File: src/design/trace_pkg.sv
/*
  shared widths, stage indices, register map and completion record
  tags are tag_w bits wide, so at most 2**tag_w instructions can be told apart
  cycle stamps wrap silently at cyc_w bits
*/

package trace_pkg;

    ////////////////////
    // pipeline shape
    ////////////////////

    localparam int num_stages = 5;

    // stage indices, youngest first
    localparam int stage_fetch  = 0;
    localparam int stage_decode = 1;
    localparam int stage_exec   = 2;
    localparam int stage_mem    = 3;
    localparam int stage_wb     = 4;

    ////////////////////
    // widths
    ////////////////////

    localparam int tag_w       = 6;
    // one store entry per possible tag
    localparam int trace_depth = 2 ** tag_w;
    localparam int cyc_w       = 16;
    localparam int cnt_w       = 16;

    // register addresses on the 2-bit config bus
    localparam logic [1:0] reg_ctrl    = 2'd0;
    localparam logic [1:0] reg_retired = 2'd1;
    localparam logic [1:0] reg_flushed = 2'd2;

    typedef logic [tag_w-1:0] tag_t;
    typedef logic [cyc_w-1:0] cyc_t;

    // one completion record, emitted when an instruction leaves write-back
    typedef struct packed {
        tag_t tag;
        cyc_t fetch_cyc;
        cyc_t decode_cyc;
        cyc_t exec_cyc;
        cyc_t mem_cyc;
        cyc_t wb_cyc;
    } trace_rec_t;

endpackage

File: src/design/pipe_trace_top.sv
/*
  trace unit top, plain ports only
  completion record fields are valid while done is high, nothing holds them
*/

`timescale 1ns/10ps

module pipe_trace_top import trace_pkg::*; (
    input  logic             clk,
    input  logic             rst,
    // cpu status
    input  logic             stall,
    input  logic             flush,
    // config bus
    input  logic             cfg_we,
    input  logic [1:0]       cfg_addr,
    input  logic [cnt_w-1:0] cfg_wdata,
    output logic [cnt_w-1:0] cfg_rdata,
    // completion record
    output logic             done,
    output tag_t             done_tag,
    output cyc_t             done_fetch_cyc,
    output cyc_t             done_decode_cyc,
    output cyc_t             done_exec_cyc,
    output cyc_t             done_mem_cyc,
    output cyc_t             done_wb_cyc
);

    // tracker to store
    logic [num_stages-1:0] stage_valid;
    tag_t                  stage_tag [num_stages];
    cyc_t                  cycle;

    // tracker and register block
    logic       retire;
    logic [1:0] flush_count;
    logic       enable;

    trace_rec_t rec;

    stage_tracker u_tracker (
        .clk         (clk),
        .rst         (rst),
        .stall       (stall),
        .flush       (flush),
        .enable      (enable),
        .stage_valid (stage_valid),
        .stage_tag   (stage_tag),
        .cycle       (cycle),
        .retire      (retire),
        .flush_count (flush_count)
    );

    stamp_store u_store (
        .clk         (clk),
        .rst         (rst),
        .stage_valid (stage_valid),
        .stage_tag   (stage_tag),
        .cycle       (cycle),
        .done        (done),
        .rec         (rec)
    );

    trace_regs u_regs (
        .clk         (clk),
        .rst         (rst),
        .cfg_we      (cfg_we),
        .cfg_addr    (cfg_addr),
        .cfg_wdata   (cfg_wdata),
        .cfg_rdata   (cfg_rdata),
        .retire      (retire),
        .flush_count (flush_count),
        .enable      (enable)
    );

    // split the record onto the output ports
    assign done_tag        = rec.tag;
    assign done_fetch_cyc  = rec.fetch_cyc;
    assign done_decode_cyc = rec.decode_cyc;
    assign done_exec_cyc   = rec.exec_cyc;
    assign done_mem_cyc    = rec.mem_cyc;
    assign done_wb_cyc     = rec.wb_cyc;

endmodule

File: src/design/stage_tracker.sv
/*
  follows instructions through the five stages by tag
  stall only blocks entry into fetch, the back stages always advance
  flush drops fetch and decode, a new fetch at the same edge still enters
*/

`timescale 1ns/10ps

module stage_tracker import trace_pkg::*; (
    input  logic                  clk,
    input  logic                  rst,
    input  logic                  stall,
    input  logic                  flush,
    input  logic                  enable,
    output logic [num_stages-1:0] stage_valid,
    output tag_t                  stage_tag [num_stages],
    output cyc_t                  cycle,
    output logic                  retire,
    output logic [1:0]            flush_count
);

    // next tag to hand out on entry
    tag_t next_tag;
    // a new instruction enters fetch at this edge
    logic entry;

    assign entry = enable && !stall;

    ////////////////////
    // cycle counter
    ////////////////////

    // reads 0 in the first cycle after reset is released
    always_ff @(posedge clk) begin
        if (rst) begin
            cycle <= '0;
        end else begin
            cycle <= cycle + 1'b1;
        end
    end

    ////////////////////
    // tag allocation
    ////////////////////

    // tags advance per entry, flushed instructions still consume one
    always_ff @(posedge clk) begin
        if (rst) begin
            next_tag <= '0;
        end else if (entry) begin
            next_tag <= next_tag + 1'b1;
        end
    end

    ////////////////////
    // valid chain
    ////////////////////

    always_ff @(posedge clk) begin
        if (rst) begin
            stage_valid <= '0;
        end else begin
            stage_valid[stage_fetch]  <= entry;
            // the two youngest stages are killed by flush
            stage_valid[stage_decode] <= stage_valid[stage_fetch] && !flush;
            stage_valid[stage_exec]   <= stage_valid[stage_decode] && !flush;
            // back stages move unconditionally
            stage_valid[stage_mem]    <= stage_valid[stage_exec];
            stage_valid[stage_wb]     <= stage_valid[stage_mem];
        end
    end

    ////////////////////
    // tag chain
    ////////////////////

    // payload only, qualified by the valid chain
    always_ff @(posedge clk) begin
        stage_tag[stage_fetch] <= next_tag;
        for (int s = 1; s < num_stages; s++) begin
            stage_tag[s] <= stage_tag[s-1];
        end
    end

    // instruction in write-back leaves at the next edge
    assign retire = stage_valid[stage_wb];

    // how many live instructions this flush throws away
    assign flush_count = flush
        ? ({1'b0, stage_valid[stage_fetch]} + {1'b0, stage_valid[stage_decode]})
        : 2'd0;

    ////////////////////
    // checks
    ////////////////////

    // only fetch and decode can be counted as flushed
    a_flush_count_max: assert property (
        @(posedge clk) disable iff (rst)
        flush_count <= 2'd2
    ) else $error("flush_count %0d exceeds two", flush_count);

    // two valid neighbours entered on consecutive edges, so their tags differ by one
    for (genvar s = 1; s < num_stages; s++) begin : g_tag_order
        a_tag_consecutive: assert property (
            @(posedge clk) disable iff (rst)
            (stage_valid[s-1] && stage_valid[s]) |->
                (tag_t'(stage_tag[s-1] - stage_tag[s]) == tag_t'(1))
        ) else $error("stage %0d tag not one behind stage %0d", s, s - 1);
    end

endmodule

File: src/design/stamp_store.sv
/*
  tag-indexed stamp memory, one row per stage before write-back
  the write-back stamp is taken straight from the counter on retirement
  no back-pressure, rec is only meaningful while done is high
*/

`timescale 1ns/10ps

module stamp_store import trace_pkg::*; (
    input  logic                  clk,
    input  logic                  rst,
    input  logic [num_stages-1:0] stage_valid,
    input  tag_t                  stage_tag [num_stages],
    input  cyc_t                  cycle,
    output logic                  done,
    output trace_rec_t            rec
);

    // stamps for fetch through mem, write-back needs no storage
    cyc_t stamp_mem [stage_wb][trace_depth];

    // tag leaving write-back
    tag_t wb_tag;

    assign wb_tag = stage_tag[stage_wb];

    ////////////////////
    // stamp writes
    ////////////////////

    // each stage owns its own row, so writes never collide
    always_ff @(posedge clk) begin
        for (int s = 0; s < stage_wb; s++) begin
            if (stage_valid[s]) begin
                stamp_mem[s][stage_tag[s]] <= cycle;
            end
        end
    end

    ////////////////////
    // record assembly
    ////////////////////

    // one-cycle pulse, the cycle after write-back
    always_ff @(posedge clk) begin
        if (rst) begin
            done <= 1'b0;
        end else begin
            done <= stage_valid[stage_wb];
        end
    end

    // mem stamp for wb_tag was written at the previous edge, so it is visible here
    always_ff @(posedge clk) begin
        if (stage_valid[stage_wb]) begin
            rec.tag        <= wb_tag;
            rec.fetch_cyc  <= stamp_mem[stage_fetch][wb_tag];
            rec.decode_cyc <= stamp_mem[stage_decode][wb_tag];
            rec.exec_cyc   <= stamp_mem[stage_exec][wb_tag];
            rec.mem_cyc    <= stamp_mem[stage_mem][wb_tag];
            // write-back stamp is the current count
            rec.wb_cyc     <= cycle;
        end
    end

    ////////////////////
    // checks
    ////////////////////

    // an instruction spends exactly one cycle per stage,
    // so its stamp in the stage behind is one less than now
    for (genvar s = 1; s < num_stages; s++) begin : g_stamp_step
        a_stamp_step: assert property (
            @(posedge clk) disable iff (rst)
            stage_valid[s] |->
                (cyc_t'(cycle - stamp_mem[s-1][stage_tag[s]]) == cyc_t'(1))
        ) else $error("tag %0d stage %0d stamp not one after previous stage",
                      stage_tag[s], s);
    end

endmodule

File: src/design/trace_regs.sv
/*
  capture enable plus retired and flushed counters
  writing any value to a counter clears it, a clear beats a same-cycle count
  reads are registered, unknown addresses read zero
*/

`timescale 1ns/10ps

module trace_regs import trace_pkg::*; (
    input  logic             clk,
    input  logic             rst,
    input  logic             cfg_we,
    input  logic [1:0]       cfg_addr,
    input  logic [cnt_w-1:0] cfg_wdata,
    output logic [cnt_w-1:0] cfg_rdata,
    input  logic             retire,
    input  logic [1:0]       flush_count,
    output logic             enable
);

    logic [cnt_w-1:0] retired_cnt;
    logic [cnt_w-1:0] flushed_cnt;

    ////////////////////
    // control register
    ////////////////////

    // capture on by default out of reset
    always_ff @(posedge clk) begin
        if (rst) begin
            enable <= 1'b1;
        end else if (cfg_we && cfg_addr == reg_ctrl) begin
            enable <= cfg_wdata[0];
        end
    end

    ////////////////////
    // counters
    ////////////////////

    always_ff @(posedge clk) begin
        if (rst) begin
            retired_cnt <= '0;
            flushed_cnt <= '0;
        end else begin
            if (cfg_we && cfg_addr == reg_retired) begin
                retired_cnt <= '0;
            end else if (retire) begin
                retired_cnt <= retired_cnt + 1'b1;
            end
            // up to two instructions dropped per flush
            if (cfg_we && cfg_addr == reg_flushed) begin
                flushed_cnt <= '0;
            end else begin
                flushed_cnt <= flushed_cnt + cnt_w'(flush_count);
            end
        end
    end

    // read data valid the cycle after the address
    always_ff @(posedge clk) begin
        if (rst) begin
            cfg_rdata <= '0;
        end else begin
            case (cfg_addr)
                reg_ctrl:    cfg_rdata <= cnt_w'(enable);
                reg_retired: cfg_rdata <= retired_cnt;
                reg_flushed: cfg_rdata <= flushed_cnt;
                default:     cfg_rdata <= '0;
            endcase
        end
    end

endmodule

File: config.mk
export PLATFORM = sky130hd
export DESIGN_NAME = pipe_trace_top
export DESIGN_NICKNAME = d
export VERILOG_FILES = /design/src/design/trace_pkg.sv /design/src/design/pipe_trace_top.sv /design/src/design/stage_tracker.sv /design/src/design/stamp_store.sv /design/src/design/trace_regs.sv
export SDC_FILE = /design/constraint.sdc
export NUM_CORES = 2
export LEC_CHECK = 0
export BUFFER_PORTS_ARGS = -buffer_cell sky130_fd_sc_hd__buf_2
export CAP_MARGIN = 20
export CORE_ASPECT_RATIO = 0.7
export CORE_MARGIN = 5
export CORE_UTILIZATION = 50
export CTS_BUF_LIST = sky130_fd_sc_hd__clkbuf_4 sky130_fd_sc_hd__clkbuf_8
export DETAILED_ROUTE_END_ITERATION = 8
export HOLD_SLACK_MARGIN = 0.12
export PLACE_DENSITY_LB_ADDON = 0.08
export SYNTH_ARGS = -nofsm -noshare
export SYNTH_HDL_FRONTEND = slang
export SYNTH_HIERARCHICAL = 1
export SYNTH_SLANG_ARGS = --single-unit
File: constraint.sdc
create_clock -name clk -period 4.8 [get_ports clk]
set_input_delay 1.44 -clock clk [delete_from_list [all_inputs] [get_ports clk]]
set_output_delay 1.44 -clock clk [all_outputs]
set_load 0.01 [all_outputs]
==> run_results.csv <==
group,metric,value,unit
timing,worst_pin_slew,1.41,ns
yosys,seq_area_frac_synth,78.7,%
placed_design,place_inst,11650,
floorplanning,io_pins,126,
floorplanning,rows,175,
power,total_power,73.4,mW
route,wl_per_cell,33.2,um
yosys,syn_area,162000,um2
cts,cts_root_buffer,"clkbuf_8",
critical_path,required,5.71,ns
critical_path,cp_max_fo,100,
yosys,synth_edf_count,4182,
cells_and_area,area_delta_synth_final,12.9,%
global_route,grt_overflow,0,
timing,maxSlewHeadroom,5.75,%
cells_and_area,layout_common_cells,"4182 x edfxtp_1, 1024 x mux4_2, 673 x clkbuf_8",
yosys,yosysUniqueCellTypes,53,
timing,period_share,71.5,%
cts,cts_hold_buffers,0,
global_route,grt_max_degree,187,
power,p_sw,15.8,mW
critical_path,regToRegSetupSlack,1.37,ns
timing,clock_skew,0.0537,ns
route,vias_per_cell,6.25,
power,peakVddDrop,239,uV
route,drc,0,
cells_and_area,drive_gt1_share,31.6,%
timing,hold_violations,0,
power,p_int,57.7,mW
critical_path,cp-end-kind,"flip-flop",
yosys,async_reset_ff_share,0,%
route,routed_wl,425000,um
flow_run,max-cap-violations,0,
cts,clk_pin_slew,0.06,ns
power,pwr-share-clk,39.6,%
critical_path,r2r_start,"u_tracker/stage_tag[2]$_DFF_P_",
cts,cts_tree,"done",
placed_design,dp_hpwl,243000,um
power,p_comb_share,4.8,%
yosys,ys_seq_elements,4289,
global_route,grtUsageTotal,25.1,%
yosys,synthCells,7219,
cts,clockBufferDepth,4,
power,p_leak,54.9,nW
cts,post_cts_buffers,0,
timing,fmax,0.291,GHz
worst_hold_path,hp-class,"flip-flop to flip-flop",
yosys,yosys_warnings,6,
yosys,syn-num-nets,7249,
placed_design,gp_congestion,0.797,
cells_and_area,layout_commonest_cell,"edfxtp_1",
critical_path,arrival,4.34,ns
floorplanning,die_h,487,um
yosys,synth_flop_cell,"edfxtp_1",
cts,htreeDepth,6,
cells_and_area,seq_area,128000,um2
timing,rsz0062_at_grt,"false",
critical_path,worstRegToRegCells,5,
critical_path,criticalPathCategory,"flip-flop to flip-flop",
timing,fin_crit,3.43,ns
global_route,grt_pass1_wl,601000,um
timing,setup_violations,0,
timing,hold-worst-slack,0.373,ns
route,drtPass1Iterations,5,
cts,cts_sinks,4289,
worst_hold_path,hp-start,"u_tracker/next_tag[5]$_SDFFE_PP0P_",
timing,finalSetupTns,0,ns
critical_path,r2r-end,"u_store/rec[35]$_DFFE_PP_",
cts,ctsResizeCount,0,
placed_design,portBuffers,110,
floorplanning,die-area,336000,um2
cells_and_area,num-fill-cells,24018,
timing,slew_violations,0,
route,ant_nets,0,
power,pwr-share-seq,55.6,%
global_route,grt_pass1_vias,79151,
floorplanning,design.core.area,324000,um2
worst_hold_path,worstHoldPathCells,0,
route,num_vias,80147,
cts,clock_latency,1.08,ns
cells_and_area,stdcell_count,12825,
cells_and_area,nNetsFinal,8007,
floorplanning,die_x,691,um
critical_path,critPathLaunchType,"flip-flop",
cts,cts_buffers,645,
status,status,"completed",
worst_hold_path,hold_end,"u_tracker/stage_tag[29]$_DFF_P_",
power,swShare,21.5,%
route,drt_iter0_markers,9379,
critical_path,critPathLaunch,"u_tracker/stage_tag[2]$_DFF_P_",
cells_and_area,multi_input_area,32700,um2
yosys,avgSynthCellArea,22.5,um2
power,powerDensity,401,nW/um2
cells_and_area,fin_util,56.5,%
global_route,antenna_found_initial,13,
floorplanning,start_util,50.1,%
[registers in the layout, indices dropped and copies added, names as in the netlist, 6 cells and up]
name	flops
u_store/stamp_mem	4096
u_store/rec	86
u_tracker/stage_tag	30
u_regs/cfg_rdata	16
u_regs/flushed_cnt	16
u_regs/retired_cnt	16
u_tracker/cycle	16
u_tracker/next_tag	6
[cell usage after synthesis (17+ instances only)]
cell      count  area share (%)
buf_4        38            0.18
a211oi_1     64            0.30
o22ai_1     128            0.49
mux2i_1      67            0.41
dfxtp_1     107             1.3
nand2_1      36           0.083
nor2_1      374            0.87
nand3_1     148            0.46
nand4_1      22           0.085
buf_1        35           0.081
edfxtp_1   4182              77
nor2b_1      28            0.11
o211a_1      64            0.39
xor2_1       17           0.092
clkbuf_1    187            0.43
a22oi_1     271             1.3
a21oi_1      18           0.056
mux4_2     1024              14
buf_6        22            0.15
o221ai_1     64            0.35
nor3_1       18           0.056
nand3b_1     36            0.17
buf_2       131            0.40
[cells by family (layout without fill, tap and decap cells)]
kind of cell	after synthesis	count (layout)	share of synthesized area [%]
other	0	15	0
XOR/XNOR	28	28	0.151
AND/OR/NAND/NOR	748	748	2.21
multiplexers	1096	1096	14.7
flip-flops	4289	4289	78.7
adder cells (fa/ha/maj)	7	7	0.0586
buffers and inverters	423	1678	1.27
AO/OA/AOI/OAI	628	628	2.91
[metrics by stage]
stage               setup WS (ns)  cell area [um2]
finish                       1.37           183000
global route                 1.25           183000
CTS                          1.35           183000
detailed placement           1.36           170000
global placement             1.33           170000
floorplan                   0.313           162000
[layout make-up]
type	count	share of cell area, %
inverter	9	0.0185
clock buffer	916	6.06
tap	4336	2.96
sequential	4289	69.8
multi-input combinational	2507	17.9
antenna	15	0.0205
timing repair buffer	525	2.58
clock inverter	228	0.700
[power groups by stage]
| stage | Sequential (mW) | Combinational (mW) | Clock, mW |
|---|---|---|---|
| after global placement | 41.6 | 3.55 | 0 |
| after floorplan | 41.6 | 2.53 | 0 |
| after CTS | 40.8 | 3.59 | 29.8 |
| after global routing | 40.8 | 3.76 | 31.7 |
| after detailed placement | 41.6 | 3.57 | 0 |
| final | 40.8 | 3.52 | 29.1 |
[per-layer routing]
metal / global-route usage [%] / routed length (um) / part of all wire (%) / up-vias
li1: - / - / - / 32400
met1: 39.7 / 190000 / 45 / 43560
met2: 36.2 / 189000 / 45 / 3640
met3: 5.05 / 36700 / 8.6 / 541
met4: 5.76 / 9010 / 2.1 / 6
met5: 0 / 35 / 0.0082 / -
[how the worst max path moves through the flow]
| stage | to | depth (start not counted) | slack (ns) |
|---|---|---|---|
| 2_1_floorplan | u_tracker/cycle[15]$_SDFF_PP0_ | 3 | 0.31 |
| 3_3_place_gp | u_regs/flushed_cnt[14]$_SDFF_PP0_ | 9 | 1.33 |
| 3_5_place_dp | u_store/rec[35]$_DFFE_PP_ | 5 | 1.36 |
| 4_1_cts | u_store/rec[35]$_DFFE_PP_ | 5 | 1.35 |
| 5_1_grt | u_store/rec[75]$_DFFE_PP_ | 7 | 1.25 |
| 6_report | u_store/rec[35]$_DFFE_PP_ | 5 | 1.37 |
[worst max-delay path, stage by stage (launching register included)]
cell	delay (ns)
dfxtp_4	0.81
buf_12	0.49
mux4_2	0.36
o22ai_1	0.18
a211oi_1	0.85
o211a_1	0.27
Note: power is estimated with default switching activity, not from simulation.
